$ cat config.mk
export PLATFORM = sky130hd
export DESIGN_NAME = refresh_timer
export DESIGN_NICKNAME = d
export VERILOG_FILES = /design/src/logic/memctl_pkg.sv /design/src/logic/refresh_timer.sv
export SDC_FILE = /design/constraint.sdc
export NUM_CORES = 1
export LEC_CHECK = 0
export BUFFER_PORTS_ARGS = -buffer_cell sky130_fd_sc_hd__buf_2
export CORE_MARGIN = 1
export CORE_UTILIZATION = 30
export CTS_CLUSTER_SIZE = 16
export DETAILED_ROUTE_END_ITERATION = 12
export PLACE_DENSITY = 0.46
export SYNTH_ARGS = -nofsm -noshare
export SYNTH_HDL_FRONTEND = slang
export SYNTH_SLANG_ARGS = --single-unit
$ cat constraint.sdc
create_clock -name clk -period 2 [get_ports clk]
set_clock_uncertainty 0.15 [all_clocks]
set_input_delay 0.3 -clock clk [delete_from_list [all_inputs] [get_ports clk]]
set_output_delay 0.3 -clock clk [all_outputs]
set_load 0.005 [all_outputs]
$ cat src/logic/memctl_pkg.sv
/* shared constants for the load/store adapter subsystem
   access-size codes, bus widths, memory depth, latencies, refresh limits
   and the adapter state encoding */

`default_nettype none

package memctl_pkg;

   // i_ctrl: bits 1..0 size, bit 2 set means zero-extend
   localparam int CTRL_W = 3;

   localparam logic [1:0] SIZE_BYTE = 2'd0;
   localparam logic [1:0] SIZE_HALF = 2'd1;
   localparam logic [1:0] SIZE_WORD = 2'd2;

   localparam int ADDR_W = 32;
   localparam int DATA_W = 32;
   localparam int MASK_W = 4;       // one enable per byte lane

   localparam int MEM_WORDS = 256;  // word index from addr[9:2]

   localparam int MEM_LATENCY     = 3;  // busy cycles for rd/wr
   localparam int REFRESH_LATENCY = 5;  // busy cycles for refresh

   localparam int REFRESH_INTERVAL = 200;  // due above this count
   localparam int REFRESH_LIMIT    = 405;  // late above this count

   // adapter FSM
   typedef enum logic [2:0] {
      ST_IDLE,     // waiting for core request or refresh due
      ST_RD_HI,    // read strobe given, wait for busy high
      ST_RD_LO,    // wait for busy low, capture word
      ST_RD_DONE,  // merge and extend load result
      ST_WR_HI,    // write strobe given, wait for busy high
      ST_WR_LO,    // wait for busy low
      ST_REF_HI,   // refresh strobe given
      ST_REF_LO    // refresh in progress
   } ctrl_state_t;

endpackage

`default_nettype wire

$ cat src/logic/refresh_timer.sv
/* refresh timer: saturating cycle count since last refresh,
   refresh-due level and sticky late-refresh flag */

`timescale 1ns/1ps
`default_nettype none

module refresh_timer (
   input  wire    clk,
   input  wire    rst_x,
   input  wire    i_refresh_start,
   output logic   o_refresh_due,
   output logic   o_late_refresh
);

   // wide enough to pass REFRESH_LIMIT before saturating
   logic [$clog2(memctl_pkg::REFRESH_LIMIT + 2)-1:0] r_cnt;

   always_ff @(posedge clk) begin
      if (!rst_x) begin
         r_cnt          <= '0;
         o_late_refresh <= 1'b0;
      end else begin
         if (i_refresh_start) begin
            r_cnt <= '0;
            if (r_cnt > memctl_pkg::REFRESH_LIMIT)
               o_late_refresh <= 1'b1;  // sticky until reset
         end else if (r_cnt != '1) begin
            r_cnt <= r_cnt + 1'b1;
         end
      end
   end

   assign o_refresh_due = (r_cnt > memctl_pkg::REFRESH_INTERVAL);

endmodule

`default_nettype wire

==> run summary <==
## Worst hold path
• input pin to register — Hold Path Class

## Routing
• 0 — DR DRC count
• 0 — remaining antenna violation count
• 483 — routed via count
• 11.06 um — wire length per cell
• 1117 um — Final Routed Wirelength
• 4 — DRT Pass-1 Iters
• 8 — DRC marker count from the first detailed-route iteration
• 4.782 — post-DR vias/cell

## CTS
• 3 — TritonCTS buffer count
• 1 — Clock H-tree levels
• clkbuf_4 — Root Driver
• 2 — deepest clock path buffer count
• 0 — CTS hold repair buffers
• 0.27 ns — clock latency on the worst-skew pair
• 0.07 ns — clock transition at the registers of the reported paths
• yes — TritonCTS clock tree
• 10 — number of clock sinks seen by CTS

## Final layout
• 0.4007 — Final Core Density
• 84 — final net count
• 0.2632 — fraction of layout instances using a drive strength above 1
• dfxtp_1 — most frequent standard cell in the layout excluding fill and tap cells
• 0 — diodes inserted
• 25.11% — area delta synth->final
• dfxtp_1, buf_4, nor2_1 — commonest non-fill, non-tap cells in the layout

## Critical path
• register to output port — category of the most critical setup path
• register — nature of the critical path startpoint
• 1.50 ns — Data arrival, critical path
• 1.55 ns — critical path required time
• 2 — critical path peak fanout
• 0.34 ns — maximum single-stage delay on the critical path
• 2 — number of buffers and inverters on the critical path
• output port — kind of end point of the critical path
• compound AO/OA/AOI/OAI gates — family with the most delay on the worst path
• inv_1 > ha_2 > nand2b_1 > a211o_1 > a31o_2 > buf_2 — cell breakdown of the critical path
• dfxtp_4 — slowest stage cell, crit path

## Pwr
• 0.2248 — net switching share of the total power
• 597.8 mW/mm2 — power density cells
• 320.7 uW — cell-internal power
• 0.3364 mV — largest voltage drop on the vdd net
• 0.054 — portion of total power attributed to combinational logic
• 92.97 uW — net switching power of the design
• 0.0002620 uW — leakage component of the power
• 0.487 — Flop pwr share
• 0.460 — relative contribution of the clock network to total power

## STA
• 0 — Final Hold Fails
• 0.04504 ns — post-route setup slack
• 0 — final slew viol count
• 0.9775 — final critical-path share of the clock period
• 0.1162 ns — Fin Hold WS
• 0 — number of endpoints failing setup at the final stage
• 0.7382 — normalized max-slew margin
• 0.3829 ns — worst-margin pin slew
• 1.955 ns — final critical delay including setup and external delays
• 0 ns — final setup TNS
• 511.5 MHz — highest clock frequency the design can meet
• yes — setup repair after global routing missed its margin

## Yosys
• 64 — cells after synthesis
• 553.0 um2 — netlist area before placement
• 0.3620 — portion of the post-synthesis area used by sequential elements
• 23 — distinct cell type count after synthesis
• 0 — total number of yosys warnings
• 8.641 um2 — mean instance size in the synthesized netlist
• 10 — total of flip-flops plus latches after synthesis
• 71 — syn_nets

## Floorplanning
• 0.3203 — initial standard-cell utilization of the core
• 15 — row count
• 0.002019 mm2 — Total Die Area
• 44.94 um — vertical die dimension
• 5 — number of primary I/O pins
• 44.94 um — x dimension of the die
• 0.001727 mm2 — Core ar.

## Placed design
• 4 — count of input and output buffers
• 800.8 um — hpwl dp
• 0.7493 — routability-driven placement congestion ratio
• 0.1123 ns — dpl ws

## Global route
• 1856 um — global-route wire length before repair
• 0 — initial antenna violation count
• 0 — total grt overflow
• 10 — maximum number of pins on one net before global-route repair
• 0.1314 — gr usage total
• 448 — via count of the first global-routing pass

## Run
• 0 — count of maximum capacitance violations

## Run status
• complete, no violations — status

-- registers in the layout (all words and copies together), names as in the netlist --
name            cells
o_late_refresh      1
r_cnt               9
-- cell type report --
cell class                      instances  area [um2]
Fill cell                             195        1035
Tap cell                               25       31.28
Clock buffer                            4       36.28
Timing Repair Buffer                   11       72.57
Multi-Input combinational cell         48       336.6
Sequential cell                        10       203.9
Inverter                                3       11.26
-- cell families after synthesis --
family	synth area share
compound gates	0.1787
mux	0.03620
xor+xnor	0.04752
simple gates	0.2421
fa+ha+maj	0.09050
buf+inv	0.04298
flops	0.3620
-- per-stage QoR --
stage               total power, uW  cell area (um2)  std cells
floorplan                     219.6            553.0         64
global placement              226.8            629.4         95
detailed placement            226.6            629.4         95
CTS                           415.3            684.4        101
global route                  429.2            691.9        101
finish                        413.6            691.9        101
-- worst paths after layout --
kind / from / end / slack, ns / cells past startpoint
worst max-delay path: r_cnt[1]$_SDFFE_PP0P_ / o_refresh_due / 0.05 / 6
worst max register to register: r_cnt[1]$_SDFFE_PP0P_ / r_cnt[6]$_SDFFE_PP0P_ / 0.10 / 8
worst min-delay path: rst_x / o_late_refresh$_SDFFE_PN0P_ / 0.12 / 3
worst min register to register: o_late_refresh$_SDFFE_PN0P_ / o_late_refresh$_SDFFE_PN0P_ / 0.31 / 2
-- metal layers --
layer,track usage,part of all wire,vias to the layer above
met4,0.1091,0.027,0
met2,0.2000,0.44,3
met5,0,0,-
li1,-,-,257
met1,0.1597,0.52,219
met3,0.02400,0.018,4
-- what timing repair did --
action                     4_1_cts  5_1_grt
gates resized for setup          2        3
setup endpoints to repair        1        4
buffers inserted                 2        0
pin swaps                        0        1
-- power groups by stage --
stage          registers [uW]  clock network (uW)  logic (uW)
2_1_floorplan             209                   0        11.1
3_3_place_gp              208                   0        18.8
3_5_place_dp              208                   0        18.6
4_1_cts                   201                 192        21.9
5_1_grt                   202                 202        25.7
6_report                  201                 190        22.1
-- worst min-delay path, delay by kind of cell --
family / cells / cell delay, ns
buffers and inverters: 1 / 0.09
and+or+nand+nor: 1 / 0.05
AOI/OAI and AO/OA: 1 / 0.06
-- Yosys cell counts --
cell	number	area (um2)
o311ai_0	2	17.52
nand3b_1	1	7.510
dfxtp_1	10	200.2
buf_2	1	5.000
a211o_1	1	8.760
mux2i_1	2	20.02
nand3_1	2	10.01
ha_1	4	50.05
xor2_1	3	26.28
or3_1	5	31.28
inv_1	3	11.26
a21oi_1	4	20.02
a2111oi_0	1	8.760
o32a_1	1	10.01
nor2_1	6	22.52
nand4b_1	2	17.52
nand2b_1	4	25.02
nand2_1	2	7.510
o21ai_0	4	20.02
o21ai_1	1	5.000
a31o_2	1	8.760
clkbuf_1	2	7.510
nand4_1	2	12.51
Power figures use the tool's default switching activity.
