$ cat src/logic/memctl_pkg.sv
/* shared constants for the load/store adapter subsystem
   access-size codes, bus widths, memory depth, latencies, refresh limits
   and the adapter state encoding */

`default_nettype none

package memctl_pkg;

   // i_ctrl: bits 1..0 size, bit 2 set means zero-extend
   localparam int CTRL_W = 3;

   localparam logic [1:0] SIZE_BYTE = 2'd0;
   localparam logic [1:0] SIZE_HALF = 2'd1;
   localparam logic [1:0] SIZE_WORD = 2'd2;

   localparam int ADDR_W = 32;
   localparam int DATA_W = 32;
   localparam int MASK_W = 4;       // one enable per byte lane

   localparam int MEM_WORDS = 256;  // word index from addr[9:2]

   localparam int MEM_LATENCY     = 3;  // busy cycles for rd/wr
   localparam int REFRESH_LATENCY = 5;  // busy cycles for refresh

   localparam int REFRESH_INTERVAL = 200;  // due above this count
   localparam int REFRESH_LIMIT    = 405;  // late above this count

   // adapter FSM
   typedef enum logic [2:0] {
      ST_IDLE,     // waiting for core request or refresh due
      ST_RD_HI,    // read strobe given, wait for busy high
      ST_RD_LO,    // wait for busy low, capture word
      ST_RD_DONE,  // merge and extend load result
      ST_WR_HI,    // write strobe given, wait for busy high
      ST_WR_LO,    // wait for busy low
      ST_REF_HI,   // refresh strobe given
      ST_REF_LO    // refresh in progress
   } ctrl_state_t;

endpackage

`default_nettype wire

$ cat src/logic/word_mem_if.sv
/* word-access bus between the load/store adapter and the word memory */

`timescale 1ns/1ps
`default_nettype none

interface word_mem_if;

   logic                            rd;       // one-cycle read strobe
   logic                            we;       // one-cycle write strobe
   logic                            refresh;  // one-cycle refresh strobe
   logic [memctl_pkg::ADDR_W-1:0]   addr;     // word aligned
   logic [memctl_pkg::DATA_W-1:0]   wdata;
   logic [memctl_pkg::MASK_W-1:0]   mask;     // active-high byte enables
   logic [memctl_pkg::DATA_W-1:0]   rdata;    // held until next read
   logic                            busy;

   // adapter side
   modport ctrl (
      output rd, we, refresh, addr, wdata, mask,
      input  rdata, busy
   );

   // memory side
   modport mem (
      input  rd, we, refresh, addr, wdata, mask,
      output rdata, busy
   );

endinterface

`default_nettype wire

$ cat src/logic/unaligned_access_ctrl.sv
/* load/store adapter: splits byte/half/word accesses at any alignment
   into one or two masked word accesses, merges and extends load data,
   and starts refresh cycles when idle */

`timescale 1ns/1ps
`default_nettype none

module unaligned_access_ctrl (
   input  wire                            clk,
   input  wire                            rst_x,
   input  wire                            i_rd_en,
   input  wire                            i_wr_en,
   input  wire [memctl_pkg::ADDR_W-1:0]   i_addr,
   input  wire [memctl_pkg::DATA_W-1:0]   i_wdata,
   input  wire [memctl_pkg::CTRL_W-1:0]   i_ctrl,
   output logic [memctl_pkg::DATA_W-1:0]  o_rdata,
   output logic                           o_busy,
   input  wire                            i_refresh_due,
   output logic                           o_refresh_start,
   word_mem_if.ctrl                       mem
);

   memctl_pkg::ctrl_state_t r_state;

   logic r_rd;
   logic r_we;
   logic r_refresh;
   logic r_second;  // working on the next word

   logic [memctl_pkg::ADDR_W-1:0]   r_addr;
   logic [memctl_pkg::CTRL_W-1:0]   r_ctrl;
   logic [memctl_pkg::DATA_W-1:0]   r_wdata;  // truncated to access size
   logic [memctl_pkg::DATA_W-1:0]   r_word0;
   logic [memctl_pkg::DATA_W-1:0]   r_word1;

   logic [1:0]                      w_off;
   logic [memctl_pkg::MASK_W-1:0]   w_base_mask;
   logic [2*memctl_pkg::MASK_W-1:0] w_mask2;
   logic [2*memctl_pkg::DATA_W-1:0] w_data2;
   logic [2*memctl_pkg::DATA_W-1:0] w_merged;
   logic                            w_cross;
   logic                            w_accept;

   // sign or zero extension of the shifted load word
   function automatic logic [memctl_pkg::DATA_W-1:0] extend_load(
      input logic [memctl_pkg::DATA_W-1:0] v,
      input logic [memctl_pkg::CTRL_W-1:0] ctrl
   );
      case (ctrl[1:0])
         memctl_pkg::SIZE_BYTE:
            return ctrl[2] ? memctl_pkg::DATA_W'(v[7:0])
                           : memctl_pkg::DATA_W'(signed'(v[7:0]));
         memctl_pkg::SIZE_HALF:
            return ctrl[2] ? memctl_pkg::DATA_W'(v[15:0])
                           : memctl_pkg::DATA_W'(signed'(v[15:0]));
         default:
            return v;
      endcase
   endfunction

   assign w_off    = r_addr[1:0];
   assign w_accept = (r_state == memctl_pkg::ST_IDLE) && (i_rd_en || i_wr_en);

   always_comb begin
      case (r_ctrl[1:0])
         memctl_pkg::SIZE_BYTE: w_base_mask = 4'b0001;
         memctl_pkg::SIZE_HALF: w_base_mask = 4'b0011;
         default:               w_base_mask = 4'b1111;
      endcase
   end

   // two-word window, lower half is the first word
   assign w_mask2  = {{memctl_pkg::MASK_W{1'b0}}, w_base_mask} << w_off;
   assign w_data2  = {{memctl_pkg::DATA_W{1'b0}}, r_wdata} << {w_off, 3'b000};
   assign w_merged = {r_word1, r_word0} >> {w_off, 3'b000};
   assign w_cross  = |w_mask2[2*memctl_pkg::MASK_W-1:memctl_pkg::MASK_W];

   assign mem.rd      = r_rd;
   assign mem.we      = r_we;
   assign mem.refresh = r_refresh;
   assign mem.addr    = {r_addr[memctl_pkg::ADDR_W-1:2] + (memctl_pkg::ADDR_W-2)'(r_second),
                         2'b00};
   assign mem.wdata   = r_second ? w_data2[2*memctl_pkg::DATA_W-1:memctl_pkg::DATA_W]
                                 : w_data2[memctl_pkg::DATA_W-1:0];
   assign mem.mask    = r_second ? w_mask2[2*memctl_pkg::MASK_W-1:memctl_pkg::MASK_W]
                                 : w_mask2[memctl_pkg::MASK_W-1:0];

   assign o_busy          = (r_state != memctl_pkg::ST_IDLE);
   assign o_refresh_start = r_refresh;  // also clears the timer

   // request payload and returned words
   always_ff @(posedge clk) begin
      if (w_accept) begin
         r_addr <= i_addr;
         r_ctrl <= i_ctrl;
         case (i_ctrl[1:0])
            memctl_pkg::SIZE_BYTE: r_wdata <= memctl_pkg::DATA_W'(i_wdata[7:0]);
            memctl_pkg::SIZE_HALF: r_wdata <= memctl_pkg::DATA_W'(i_wdata[15:0]);
            default:               r_wdata <= i_wdata;
         endcase
      end
      if (r_state == memctl_pkg::ST_RD_LO && !mem.busy) begin
         if (r_second)
            r_word1 <= mem.rdata;
         else
            r_word0 <= mem.rdata;
      end
   end

   always_ff @(posedge clk) begin
      if (!rst_x) begin
         r_state   <= memctl_pkg::ST_IDLE;
         r_rd      <= 1'b0;
         r_we      <= 1'b0;
         r_refresh <= 1'b0;
         r_second  <= 1'b0;
         o_rdata   <= '0;
      end else begin
         r_rd      <= 1'b0;  // strobes last one cycle
         r_we      <= 1'b0;
         r_refresh <= 1'b0;
         case (r_state)
            memctl_pkg::ST_IDLE: begin
               r_second <= 1'b0;
               if (i_rd_en) begin  // read wins over write
                  r_rd    <= 1'b1;
                  r_state <= memctl_pkg::ST_RD_HI;
               end else if (i_wr_en) begin
                  r_we    <= 1'b1;
                  r_state <= memctl_pkg::ST_WR_HI;
               end else if (i_refresh_due) begin
                  r_refresh <= 1'b1;
                  r_state   <= memctl_pkg::ST_REF_HI;
               end
            end
            memctl_pkg::ST_RD_HI:
               if (mem.busy) r_state <= memctl_pkg::ST_RD_LO;
            memctl_pkg::ST_RD_LO:
               if (!mem.busy) begin
                  if (!r_second && w_cross) begin  // fetch next word too
                     r_second <= 1'b1;
                     r_rd     <= 1'b1;
                     r_state  <= memctl_pkg::ST_RD_HI;
                  end else begin
                     r_state <= memctl_pkg::ST_RD_DONE;
                  end
               end
            memctl_pkg::ST_RD_DONE: begin
               o_rdata <= extend_load(w_merged[memctl_pkg::DATA_W-1:0], r_ctrl);
               r_state <= memctl_pkg::ST_IDLE;
            end
            memctl_pkg::ST_WR_HI:
               if (mem.busy) r_state <= memctl_pkg::ST_WR_LO;
            memctl_pkg::ST_WR_LO:
               if (!mem.busy) begin
                  if (!r_second && w_cross) begin  // remaining bytes
                     r_second <= 1'b1;
                     r_we     <= 1'b1;
                     r_state  <= memctl_pkg::ST_WR_HI;
                  end else begin
                     r_state <= memctl_pkg::ST_IDLE;
                  end
               end
            memctl_pkg::ST_REF_HI:
               if (mem.busy) r_state <= memctl_pkg::ST_REF_LO;
            memctl_pkg::ST_REF_LO:
               if (!mem.busy) r_state <= memctl_pkg::ST_IDLE;
            default:
               r_state <= memctl_pkg::ST_IDLE;
         endcase
      end
   end

endmodule

`default_nettype wire

$ cat src/flat_wrapper.sv
// flat-port wrapper written by rule: the top's interface ports become plain ports
module unaligned_access_ctrl_flat 
  (clk, rst_x, i_rd_en, i_wr_en, i_addr, i_wdata, i_ctrl, o_rdata, o_busy, i_refresh_due, o_refresh_start, mem_rd, mem_we, mem_refresh, mem_addr, mem_wdata, mem_mask, mem_rdata, mem_busy);
  word_mem_if mem_i ();
  input  wire clk;
  input  wire rst_x;
  input  wire i_rd_en;
  input  wire i_wr_en;
  input  wire [memctl_pkg::ADDR_W-1:0] i_addr;
  input  wire [memctl_pkg::DATA_W-1:0] i_wdata;
  input  wire [memctl_pkg::CTRL_W-1:0] i_ctrl;
  output logic [memctl_pkg::DATA_W-1:0] o_rdata;
  output logic o_busy;
  input  wire i_refresh_due;
  output logic o_refresh_start;
  output wire logic [$bits(mem_i.rd)-1:0] mem_rd;
  output wire logic [$bits(mem_i.we)-1:0] mem_we;
  output wire logic [$bits(mem_i.refresh)-1:0] mem_refresh;
  output wire logic [$bits(mem_i.addr)-1:0] mem_addr;
  output wire logic [$bits(mem_i.wdata)-1:0] mem_wdata;
  output wire logic [$bits(mem_i.mask)-1:0] mem_mask;
  input wire logic [$bits(mem_i.rdata)-1:0] mem_rdata;
  input wire logic [$bits(mem_i.busy)-1:0] mem_busy;
  assign mem_rd = mem_i.rd;
  assign mem_we = mem_i.we;
  assign mem_refresh = mem_i.refresh;
  assign mem_addr = mem_i.addr;
  assign mem_wdata = mem_i.wdata;
  assign mem_mask = mem_i.mask;
  assign mem_i.rdata = mem_rdata;
  assign mem_i.busy = mem_busy;
  unaligned_access_ctrl u_core (.clk(clk), .rst_x(rst_x), .i_rd_en(i_rd_en), .i_wr_en(i_wr_en), .i_addr(i_addr), .i_wdata(i_wdata), .i_ctrl(i_ctrl), .o_rdata(o_rdata), .o_busy(o_busy), .i_refresh_due(i_refresh_due), .o_refresh_start(o_refresh_start), .mem(mem_i));
endmodule
$ cat config.mk
export PLATFORM = sky130hd
export DESIGN_NAME = unaligned_access_ctrl_flat
export DESIGN_NICKNAME = d
export VERILOG_FILES = /design/src/logic/memctl_pkg.sv /design/src/logic/word_mem_if.sv /design/src/logic/unaligned_access_ctrl.sv /design/src/flat_wrapper.sv
export SDC_FILE = /design/constraint.sdc
export NUM_CORES = 1
export LEC_CHECK = 0
export BUFFER_PORTS_ARGS = -buffer_cell sky130_fd_sc_hd__clkbuf_2
export CORE_ASPECT_RATIO = 0.5
export CORE_MARGIN = 2
export CORE_UTILIZATION = 57
export DETAILED_ROUTE_END_ITERATION = 8
export PLACE_DENSITY = 0.92
export SLEW_MARGIN = 0
export SYNTH_ARGS = -nofsm -noshare
export SYNTH_HDL_FRONTEND = slang
export SYNTH_SLANG_ARGS = --single-unit
$ cat constraint.sdc
create_clock -name clk -period 12.3 [get_ports clk]
set_clock_uncertainty 0.05 [all_clocks]
set_input_delay 1.845 -clock clk [delete_from_list [all_inputs] [get_ports clk]]
set_output_delay 1.845 -clock clk [all_outputs]
set_load 0.01 [all_outputs]
==> qor.txt, run 1 <==
Status: finished, final reports clean
Worst path cell trace: ha_1 -> ha_1 -> nand4_2 -> nor4_1 -> or3b_1 -> xnor2_1 -> clkbuf_2
FFs w/ async S/R, synth: 0%
Post-placement cell count: 982
Worst-skew pair later-pin latency: 0.43 ns
Starting Density: 57.9%
Synth Register Bits: 162
Chip height: 86.6 microns
Final Hold Viols: 0
Clk buf depth: 2
Drt via density: 5.94
RSZ-0062 raised after global routing: false
Post-CTS Resized: 0
Clock transition at path regs: 0.07 ns
Cell Count, Final, Fillers Out: 1014
Initial antenna violation count: 0
Layout cells sized above 1: 34.2%
CP Class: flop to output port
TritonRoute pass-1 iters: 5
Post-synth design cell area: 0.00777 sq mm
Worst-margin pin slew: 1.21 ns
Max VDD drop: 0.103 mV
Slew Limit Headroom: 19.1%
Ranking of synthesized cells by area: edfxtp_1, dfxtp_1, mux4_2
DRT iter0 DRCs: 541
Die X: 169 microns
Post-Syn Area per Cell: 12.2 sq um
Vias post-DR: 6022
CTS H-tree depth: 4
EDFF count, synth: 123
Crit path max-delay cell type: dfxtp_1
Core ar.: 0.0134 sq mm
I/O pin total: 210
Top cells by count, synth: edfxtp_1, nand2_1, a21oi_1
Tmin final: 5.29 ns
Most frequent cell after synthesis: edfxtp_1
Worst setup EP type: output port
Antenna diode count: 0
Bufs and invs on worst path: 1
Yosys top cell area share: 47.5%
GR Overflow Total: 0
Sink Count: 162
Final wirelength: 19100 microns
Final period utilization: 43.0%
Gr usage total: 25.9%
Startpoint Class: flop
Synth Flop Type: edfxtp_1
Post-synthesis sequential area ratio: 57.5%
Net count, final: 932
Remaining antenna violation count after routing: 0
Core Rows: 30
Max incr delay on CP: 0.94 ns
Place WS: 7.46 ns
DP HPWL: 13100 microns
Top cell by count, worst path: ha_1
Final Max Slew Viols: 0
PwrDens: 173 mW/mm^2
Vias in the first global route: 5734
TritonCTS clock tree: done
Synth Instances: 637
Fillers: 935
First-pass GRT wire length: 29100 microns
Syn-to-layout area delta: 22.3%
Total CTS buffers: 17
Largest net degree at the start of global routing: 71
CP Data Required Time: 10.40 ns
Setup_tns: 0 ns
Hold Buf Count CTS: 0
RePlAce Congestion: 0.909
# port buffers: 207
Root Buffer Master: clkbuf_16
Syn. warnings: 0
Drt wl/cell: 18.8 microns
Arrival time worst endpoint: 3.40 ns
CP top delay family: simple AND/OR/NAND/NOR gates
Max-cap viol count: 0
Setup ws final: 7.01 ns
Setup Fix Bufs, Post-CTS: 0
Design Power: 1.65 mW
DRC viols: 0
LEAKAGE: 3.88 nW
Yosys cell types: 49
FMAX: 189 MHz
Worst Hold Class: flop to flop
Max FO, Critical Path: 28
Final Setup Violations: 0
Die ar.: 0.0146 sq mm
Synth area leader: edfxtp_1
flip-flops by register name, indices dropped and copies added, names as in the netlist:
name / cells
u_core.mem.rd: 1
u_core.mem.refresh: 1
u_core.mem.we: 1
u_core.o_rdata: 32
u_core.r_addr: 32
u_core.r_ctrl: 3
u_core.r_second: 1
u_core.r_state: 3
u_core.r_wdata: 32
u_core.r_word0: 32
u_core.r_word1: 24
worst register-to-register path: cells and delay by family, from the launching register on:
family	cells	cell delay, ns
AO/OA/AOI/OAI	2	0.91
buffers and inverters	1	0.81
flip-flops	1	0.32
multiplexers	2	0.59
per-layer routing:
layer  track usage, %  up-vias  wire (microns)
li1                 -     2763               -
met4             11.9        0             481
met1             31.6     2911            7530
met3             6.12       41            1500
met5                0        -               0
met2             44.7      307            9560
cell type report:
cell class | count | area [sq um] | share of cell area (%)
Tap cell | 176 | 220 | 2.32
Clock buffer | 17 | 425 | 4.48
Inverter | 14 | 52.6 | 0.553
Multi-Input combinational cell | 417 | 3050 | 32.1
Clock inverter | 15 | 201 | 2.12
Sequential cell | 162 | 4470 | 47.1
Timing Repair Buffer | 213 | 1080 | 11.4
path summary, 6_finish.rpt:
kind                                        from                         endpoint  slack [ns]  cells past startpoint
setup / recovery    u_core.r_second$_SDFFE_PN0P_                     mem_addr[22]        7.01                      7
hold / removal    u_core.o_rdata[5]$_SDFFE_PN0N_   u_core.o_rdata[5]$_SDFFE_PN0N_        0.42                      2
setup reg to reg      u_core.r_addr[0]$_DFFE_PP_  u_core.o_rdata[15]$_SDFFE_PN0N_        9.45                      5
hold reg to reg   u_core.o_rdata[5]$_SDFFE_PN0N_   u_core.o_rdata[5]$_SDFFE_PN0N_        0.42                      2
kinds of logic (layout without fill, tap and decap cells):
group / after synthesis / in the layout / synth area share (%)
DFF: 162 / 162 / 57.5
adders and majority gates: 2 / 2 / 0.322
and+or+nand+nor: 183 / 183 / 12.6
muxes: 64 / 64 / 12.8
AOI/OAI and AO/OA: 138 / 138 / 10.2
buffers and inverters: 59 / 259 / 3.43
xor gates and xnor gates: 28 / 28 / 3.15
other: 1 / 2 / 0.0482
report_power, final:
group | switching (mW) | internal (mW)
clock network | 0.262 | 0.281
logic | 0.221 | 0.156
registers | 0.0578 | 0.668
layout by cell type, fill, tap and decap left out, types with 10 or more instances in the layout:
| cell | netlist | layout |
|---|---|---|
| clkbuf_2 | 0 | 207 |
| o21ai_0 | 48 | 48 |
| nor2_1 | 22 | 21 |
| mux2i_1 | 35 | 35 |
| nor2b_1 | 12 | 12 |
| mux4_2 | 28 | 28 |
| dfxtp_1 | 39 | 39 |
| xor2_1 | 17 | 17 |
| and2_1 | 18 | 18 |
| edfxtp_1 | 123 | 123 |
| and3_1 | 14 | 14 |
| nand2_1 | 66 | 66 |
| o22ai_1 | 10 | 10 |
| clkbuf_16 | 0 | 17 |
| xnor2_1 | 11 | 11 |
| nand3_1 | 13 | 13 |
| a21oi_1 | 53 | 53 |
| inv_1 | 14 | 14 |
stage by stage:
stage                     util, %  hold WS [ns]  cell area [sq um]
after CTS                    70.7         0.423               9510
final                        70.7         0.418               9510
after detailed placement     66.1         0.412               8880
after floorplan                 -         0.438               7780
after global routing         70.7         0.452               9510
after global placement       66.1         0.405               8880
Power figures use the tool's default switching activity.
==> inputs of run 2 (changes only) <==
--- a/config.mk
+++ b/config.mk
@@ -5,12 +5,13 @@
 export SDC_FILE = /design/constraint.sdc
 export NUM_CORES = 1
 export LEC_CHECK = 0
+export ABC_AREA = 1
 export BUFFER_PORTS_ARGS = -buffer_cell sky130_fd_sc_hd__clkbuf_2
 export CORE_ASPECT_RATIO = 0.5
 export CORE_MARGIN = 2
-export CORE_UTILIZATION = 57
+export CORE_UTILIZATION = 48
 export DETAILED_ROUTE_END_ITERATION = 8
-export PLACE_DENSITY = 0.92
+export PLACE_DENSITY = 0.82
 export SLEW_MARGIN = 0
 export SYNTH_ARGS = -nofsm -noshare
 export SYNTH_HDL_FRONTEND = slang
==> constraint.sdc (replaced) <==
create_clock -name clk -period 4.5 [get_ports clk]
set_clock_uncertainty 0.05 [all_clocks]
set_input_delay 0.675 -clock clk [delete_from_list [all_inputs] [get_ports clk]]
set_output_delay 0.675 -clock clk [all_outputs]
set_load 0.01 [all_outputs]
==> run 2 against run 1 <==
  * Global-route usage decreased by 0.87 points
  * Sequential cell count stayed put
  * Combinational power rose to 5.7 times the previous value
  * Clock power grew to 2.6 times the previous value
  * Critical path depth shrank 2
  * Non-clock buffer count is 2 higher
  * Cell area rose by 3.8%
  * Power rose to 3.6 times the previous value
  * Register-to-register slack got worse by 7.6 ns
  * Sequential share of layout area down 1.7 points
  * Critical path type unchanged
==> qor.txt, run 2 <==
Synth Instances: 944 (was 637)
Worst r2r src: u_core.r_addr[1]$_DFFE_PP_ (was u_core.r_addr[0]$_DFFE_PP_)
Seq pwr share: 39.2% (was 44.1%)
Drt via density: 5.26 (was 5.94)
Synth Register Bits: 162 (unchanged)
Commonest cells after routing, fill and taps aside: nand2_1, clkbuf_2, edfxtp_1 (was clkbuf_2, edfxtp_1, nand2_1)
DRC viols: 0 (unchanged)
LEAKAGE: 4.46 nW (was 3.88 nW)
Top cells by count, synth: nand2_1, edfxtp_1, inv_1 (was edfxtp_1, nand2_1, a21oi_1)
Combinational group share of total power: 36.5% (was 22.9%)
Layout cells sized above 1: 24.5% (was 34.2%)
Final Max Slew Viols: 0 (unchanged)
Final std cell area, no fill: 0.00986 sq mm (was 0.00951 sq mm)
FFs w/ async S/R, synth: 0% (unchanged)
Startpoint Class: flop (unchanged)
Worst-margin pin slew: 0.896 ns (was 1.21 ns)
Core Rows: 33 (was 30)
Status: finished, final reports clean (unchanged)
Post-CTS Resized: 0 (unchanged)
Drt wl/cell: 16.3 microns (was 18.8 microns)
RSZ-0062 raised after global routing: false (unchanged)
Max VDD drop: 0.445 mV (was 0.103 mV)
Min Hold Slack: 0.364 ns (was 0.418 ns)
Tmin final: 3.54 ns
Die X: 188 microns (was 169 microns)
FMAX: 283 MHz
Sink Count: 162 (unchanged)
First-pass GRT wire length: 34600 microns (was 29100 microns)
Syn-to-layout area delta: 21.4% (was 22.3%)
Net count, final: 1237 (was 932)
RePlAce Congestion: 0.929 (was 0.909)
Final period utilization: 78.6%
Remaining antenna violation count after routing: 0 (unchanged)
# port buffers: 207 (unchanged)
GR Overflow Total: 0 (unchanged)
Synth area leader: edfxtp_1 (unchanged)
Initial antenna violation count: 0 (unchanged)
CTS H-tree depth: 4 (unchanged)
TritonRoute pass-1 iters: 5 (unchanged)
Final Setup Violations: 0 (unchanged)
Cell Count, Final, Fillers Out: 1370 (was 1014)
Vias post-DR: 7211 (was 6022)
Vias in the first global route: 6602 (was 5734)
Internal: 3.46 mW (was 1.10 mW)
Share of total power in the clock network: 24.3% (was 33.0%)
CP Data Required Time: 3.77 ns (was 10.40 ns)
Final Hold Viols: 0 (unchanged)
Ranking of synthesized cells by area: edfxtp_1, nand2_1, dfxtp_1 (was edfxtp_1, dfxtp_1, mux4_2)
Gr usage total: 25.0% (was 25.9%)
Antenna diode count: 0 (unchanged)
Setup_tns: 0 ns (unchanged)
Setup Fix Bufs, Post-CTS: 0 (unchanged)
Post-DP Area: 0.00927 sq mm (was 0.00888 sq mm)
PwrDens: 594 mW/mm^2 (was 173 mW/mm^2)
Hold Buf Count CTS: 0 (unchanged)
Final wirelength: 22300 microns (was 19100 microns)
Post-Syn Area per Cell: 8.61 sq um (was 12.2 sq um)
Most frequent cell after synthesis: nand2_1 (was edfxtp_1)
Max FO, Critical Path: 43 (was 28)
Core ar.: 0.0165 sq mm (was 0.0134 sq mm)
DRT iter0 DRCs: 830 (was 541)
Starting Density: 49.3% (was 57.9%)
Chip height: 96.0 microns (was 86.6 microns)
Hold Crit Start: i_wdata[2] (was u_core.o_rdata[5]$_SDFFE_PN0N_)
Worst Hold Class: primary input to flop (was flop to flop)
Max-cap viol count: 0 (unchanged)
Synth Flop Type: edfxtp_1 (unchanged)
Worst-skew pair later-pin latency: 0.43 ns (about the same)
Sw power: 2.40 mW (was 0.541 mW)
Yosys cell types: 37 (was 49)
Post-synthesis sequential area ratio: 55.1% (was 57.5%)
Clk buf depth: 2 (unchanged)
Crit path launch: u_core.r_addr[1]$_DFFE_PP_ (was u_core.r_second$_SDFFE_PN0P_)
Sw Share: 40.9% (was 32.9%)
Post-placement cell count: 1338 (was 982)
Arrival time worst endpoint: 2.81 ns (was 3.40 ns)
EDFF count, synth: 123 (unchanged)
Clock transition at path regs: 0.08 ns (was 0.07 ns)
Die ar.: 0.0180 sq mm (was 0.0146 sq mm)
CP Class: flop to output port (unchanged)
Total CTS buffers: 17 (unchanged)
Syn. warnings: 0 (unchanged)
Largest net degree at the start of global routing: 104 (was 71)
Yosys top cell area share: 45.5% (was 47.5%)
Root Buffer Master: clkbuf_16 (unchanged)
Leading cell type in the layout, fill and taps excluded: nand2_1 (was clkbuf_2)
Slew Limit Headroom: 40.2% (was 19.1%)
DP HPWL: 16400 microns (was 13100 microns)
TritonCTS clock tree: done (unchanged)
Post-synth design cell area: 0.00812 sq mm (was 0.00777 sq mm)
Worst setup EP type: output port (unchanged)
I/O pin total: 210 (unchanged)
-- run 2: cell count changes after synthesis, moves of 10 or more --
| cell | before | now |
|---|---|---|
| nand2_1 | 66 | 281 |
| inv_1 | 14 | 85 |
| nand3_1 | 13 | 83 |
| nor2_1 | 22 | 77 |
| a21oi_1 | 53 | 20 |
| mux2i_1 | 35 | 3 |
| mux4_2 | 28 | 0 |
| o21ai_1 | 0 | 27 |
| nor2_2 | 0 | 20 |
| and2_1 | 18 | 0 |
| and3_1 | 14 | 0 |
| nor2b_1 | 12 | 0 |
| o22ai_1 | 10 | 21 |
| o21ai_0 | 48 | 38 |
-- run 2: cell type report --
class / count / area [sq um]
well taps: 227 / 284
multi-input cells: 644 / 3080
inverters: 90 / 338
clock inverters: 15 / 163
flip-flops and latches: 162 / 4470
fillers: 1415 / 6610
clock buffers: 17 / 425
repair buffers: 215 / 1100
-- run 2: cell families (layout without fill, tap and decap cells) --
group                      after synthesis  after routing  share of synthesized area [%]
other                                    1              2                         0.0462
and+or+nand+nor                        492            492                           25.8
adders and majority gates                2              2                          0.308
muxes                                    3              3                          0.370
buffers and inverters                  139            337                           7.25
xor gates and xnor gates                25             25                           2.70
AOI/OAI and AO/OA                      120            120                           8.44
DFF                                    162            162                           55.1
-- run 2: metal layers --
layer	part of all wire [%]	GRT usage, %	vias up
met1	45	35.1	3325
met4	1.7	8.27	0
met5	0	0	-
met3	8.9	5.47	29
met2	45	38.9	355
li1	-	-	3502
-- run 2: stage by stage --
step	util (%)	worst slack (ns)	total power, mW
after floorplan	-	0.160	3.71
final	59.9	0.963	5.86
after CTS	59.9	1.03	5.85
after global routing	59.9	0.775	6.19
after global placement	56.3	1.52	4.37
after detailed placement	56.3	1.49	4.42
-- run 2: critical path, stage by stage (launching register included) --
cell,delay (ns)
edfxtp_1,0.91
inv_2,0.53
nor2_1,0.25
nand2_1,0.24
o221ai_1,0.28
clkbuf_2,0.18
-- run 2: worst paths after layout --
check	end	slack, ns	cells past startpoint
worst max-delay path	mem_wdata[19]	0.96	5
worst min-delay path	u_core.r_wdata[2]$_DFFE_PP_	0.36	1
worst max register to register	u_core.o_rdata[17]$_SDFFE_PN0N_	1.89	6
worst min register to register	u_core.o_rdata[19]$_SDFFE_PN0N_	0.47	2
-- run 2: power groups by stage --
| stage | sequential [mW] | clock [mW] | combinational [mW] |
|---|---|---|---|
| 3_3_place_gp | 2.30 | 0 | 2.07 |
| 5_1_grt | 2.33 | 1.50 | 2.35 |
| 3_5_place_dp | 2.32 | 0 | 2.11 |
| 4_1_cts | 2.29 | 1.45 | 2.11 |
| 6_report | 2.30 | 1.43 | 2.14 |
| 2_1_floorplan | 2.25 | 0 | 1.46 |
==> inputs of run 3 (changes only) <==
--- a/config.mk
+++ b/config.mk
@@ -9,9 +9,9 @@
 export BUFFER_PORTS_ARGS = -buffer_cell sky130_fd_sc_hd__clkbuf_2
 export CORE_ASPECT_RATIO = 0.5
 export CORE_MARGIN = 2
-export CORE_UTILIZATION = 48
+export CORE_UTILIZATION = 53
 export DETAILED_ROUTE_END_ITERATION = 8
-export PLACE_DENSITY = 0.82
+export PLACE_DENSITY = 0.86
 export SLEW_MARGIN = 0
 export SYNTH_ARGS = -nofsm -noshare
 export SYNTH_HDL_FRONTEND = slang
==> constraint.sdc (replaced) <==
create_clock -name clk -period 3.7 [get_ports clk]
set_clock_uncertainty 0.05 [all_clocks]
set_input_delay 0.555 -clock clk [delete_from_list [all_inputs] [get_ports clk]]
set_output_delay 0.555 -clock clk [all_outputs]
set_load 0.01 [all_outputs]
==> run 3 against run 2 <==
  * Via count up 2.0%
  * Critical path depth unchanged
  * Clock power grew 22%
  * Count of clock-buffer cells in the layout grew 3
  * Non-clock buffer count increased by 2
  * Power increased by 21%
  * Final cell count shrank 2.0%
  * Utilization up 7.1 points
  * Die area decreased by 9.1%
  * Cell area down 0.23%
  * Sequential cell count is the same
  * Sequential power increased by 19%
  * Largest cell class unchanged
==> qor.txt, run 3 (synthesis gave the netlist of run 2 again) <==
DRC viols: 0 (unchanged)
Drt via density: 5.48 (was 5.26)
Remaining antenna violation count after routing: 0 (unchanged)
Root Buffer Master: clkbuf_16 (unchanged)
Clock transition at path regs: 0.07 ns (was 0.08 ns)
Layout cells sized above 1: 24.5% (about the same)
Combinational group share of total power: 36.8% (was 36.5%)
CTS H-tree depth: 4 (unchanged)
TritonRoute pass-1 iters: 5 (unchanged)
Commonest cells after routing, fill and taps aside: nand2_1, clkbuf_2, edfxtp_1 (unchanged)
Clk buf depth: 2 (unchanged)
RePlAce Congestion: 1.00 (was 0.929)
Sink Count: 162 (unchanged)
GR Overflow Total: 0 (unchanged)
Final period utilization: 91.0%
Die X: 179 microns (was 188 microns)
Drt wl/cell: 16.2 microns (was 16.3 microns)
Vias post-DR: 7355 (was 7211)
Final Setup Violations: 0 (unchanged)
Worst Hold Class: primary input to flop (unchanged)
Die ar.: 0.0164 sq mm (was 0.0180 sq mm)
Slew Limit Headroom: 37.2% (was 40.2%)
Tmin final: 3.37 ns
Gr usage total: 27.0% (was 25.0%)
FMAX: 297 MHz
DP HPWL: 15400 microns (was 16400 microns)
Worst r2r src: u_core.r_state[2]$_SDFFE_PN0P_ (was u_core.r_addr[1]$_DFFE_PP_)
Sw Share: 39.7% (was 40.9%)
# port buffers: 207 (unchanged)
Reg2reg path depth: 4 (was 6)
Max FO, Critical Path: 17 (was 43)
Core Rows: 31 (was 33)
R2R setup slack: 1.19 ns (was 1.89 ns)
Max-cap viol count: 0 (unchanged)
Worst Setup EP: mem_wdata[13] (was mem_wdata[19])
Hold Path Depth: 1 (unchanged)
Crit path launch: u_core.r_second$_SDFFE_PN0P_ (was u_core.r_addr[1]$_DFFE_PP_)
Internal: 4.27 mW (was 3.46 mW)
Startpoint Class: flop (unchanged)
PwrDens: 721 mW/mm^2 (was 594 mW/mm^2)
DRT iter0 DRCs: 607 (was 830)
Max VDD drop: 0.379 mV (was 0.445 mV)
Leading cell type in the layout, fill and taps excluded: nand2_1 (unchanged)
Core ar.: 0.0147 sq mm (was 0.0165 sq mm)
Starting Density: 55.3% (was 49.3%)
TritonCTS clock tree: done (unchanged)
CP Data Required Time: 3.09 ns (was 3.77 ns)
Final Max Slew Viols: 0 (unchanged)
LEAKAGE: 4.47 nW (was 4.46 nW)
Worst-margin pin slew: 0.942 ns (was 0.896 ns)
Initial antenna violation count: 0 (unchanged)
Final wirelength: 21700 microns (was 22300 microns)
Worst-skew pair later-pin latency: 0.43 ns (about the same)
CP Class: flop to output port (unchanged)
Hold Buf Count CTS: 0 (unchanged)
I/O pin total: 210 (unchanged)
Sw power: 2.82 mW (was 2.40 mW)
Setup Fix Bufs, Post-CTS: 0 (unchanged)
Setup_tns: 0 ns (unchanged)
Share of total power in the clock network: 24.7% (was 24.3%)
Status: finished, final reports clean (unchanged)
Arrival time worst endpoint: 2.76 ns (was 2.81 ns)
Final Hold Viols: 0 (unchanged)
Net count, final: 1239 (was 1237)
Post-layout util: 66.9% (was 59.9%)
Total CTS buffers: 17 (unchanged)
Chip height: 91.5 microns (was 96.0 microns)
Antenna diode count: 0 (unchanged)
First-pass GRT wire length: 33900 microns (was 34600 microns)
Post-CTS Resized: 0 (unchanged)
RSZ-0062 raised after global routing: false (unchanged)
Worst setup EP type: output port (unchanged)
Syn-to-layout area delta: 21.1% (was 21.4%)
Vias in the first global route: 6864 (was 6602)
FF-to-FF End: u_core.r_ctrl[2]$_DFFE_PP_ (was u_core.o_rdata[17]$_SDFFE_PN0N_)
Seq pwr share: 38.5% (was 39.2%)
Largest net degree at the start of global routing: 104 (unchanged)
[run 3: changes by cell type in the layout (fill, tap and decap cells not counted), sizes merged]
cell | previous run | this run
clkinv | 9 | 3
clkbuf | 224 | 227
clkinvlp | 0 | 1
inv | 96 | 98
buf | 8 | 10
[run 3: through the flow]
stage	total power, mW	setup slack, ns	cells	instance area (sq um)	hold slack [ns]
after floorplan	4.49	0.317	945	8130	0.458
after global placement	5.27	0.945	1311	9250	0.448
after detailed placement	5.34	0.864	1311	9250	0.451
after CTS	7.08	0.389	1343	9840	0.229
after global routing	7.52	0.203	1343	9840	0.222
final	7.09	0.332	1343	9840	0.247
[run 3: layout make-up]
cell class	count	area, sq um
clock buffer	20	479
clock inverter	12	108
fill	1182	4860
inverter	90	338
multi-input combinational	644	3080
sequential	162	4470
tap	198	248
timing repair buffer	217	1110
[run 3: worst min-delay path by stage]
stage,start,to,slack (ns)
3_5_place_dp,u_core.o_rdata[17]$_SDFFE_PN0N_,u_core.o_rdata[17]$_SDFFE_PN0N_,0.45
6_report,mem_rdata[24],u_core.r_word0[24]$_DFFE_PP_,0.25
5_1_grt,mem_rdata[24],u_core.r_word0[24]$_DFFE_PP_,0.22
3_3_place_gp,u_core.o_rdata[19]$_SDFFE_PN0N_,u_core.o_rdata[19]$_SDFFE_PN0N_,0.45
4_1_cts,mem_rdata[24],u_core.r_word0[24]$_DFFE_PP_,0.23
2_1_floorplan,u_core.r_state[0]$_SDFFE_PN0P_,u_core.r_state[0]$_SDFFE_PN0P_,0.46
[run 3: power by group through the flow]
stage               Clock [mW]  Combinational, mW  Sequential (mW)
floorplan                    0               1.78             2.72
global placement             0               2.53             2.74
detailed placement           0               2.58             2.76
CTS                       1.77               2.59             2.72
global route              1.84               2.89             2.78
finish                    1.75               2.61             2.73
[run 3: routing by layer]
layer,vias up,global-route usage (%),routed length (microns)
li1,3515,-,-
met1,3388,31.7,8420
met2,388,47.3,10600
met3,64,6.53,2010
met4,0,11.4,646
met5,-,0,0
[run 3: worst max-delay path, cell delays in order, from the launching register on]
cell and delay [ns]:
dfxtp_1 0.32, buf_4 0.17, nor2_1 0.66, clkinv_1 0.64
o22ai_1 0.34, clkbuf_2 0.19
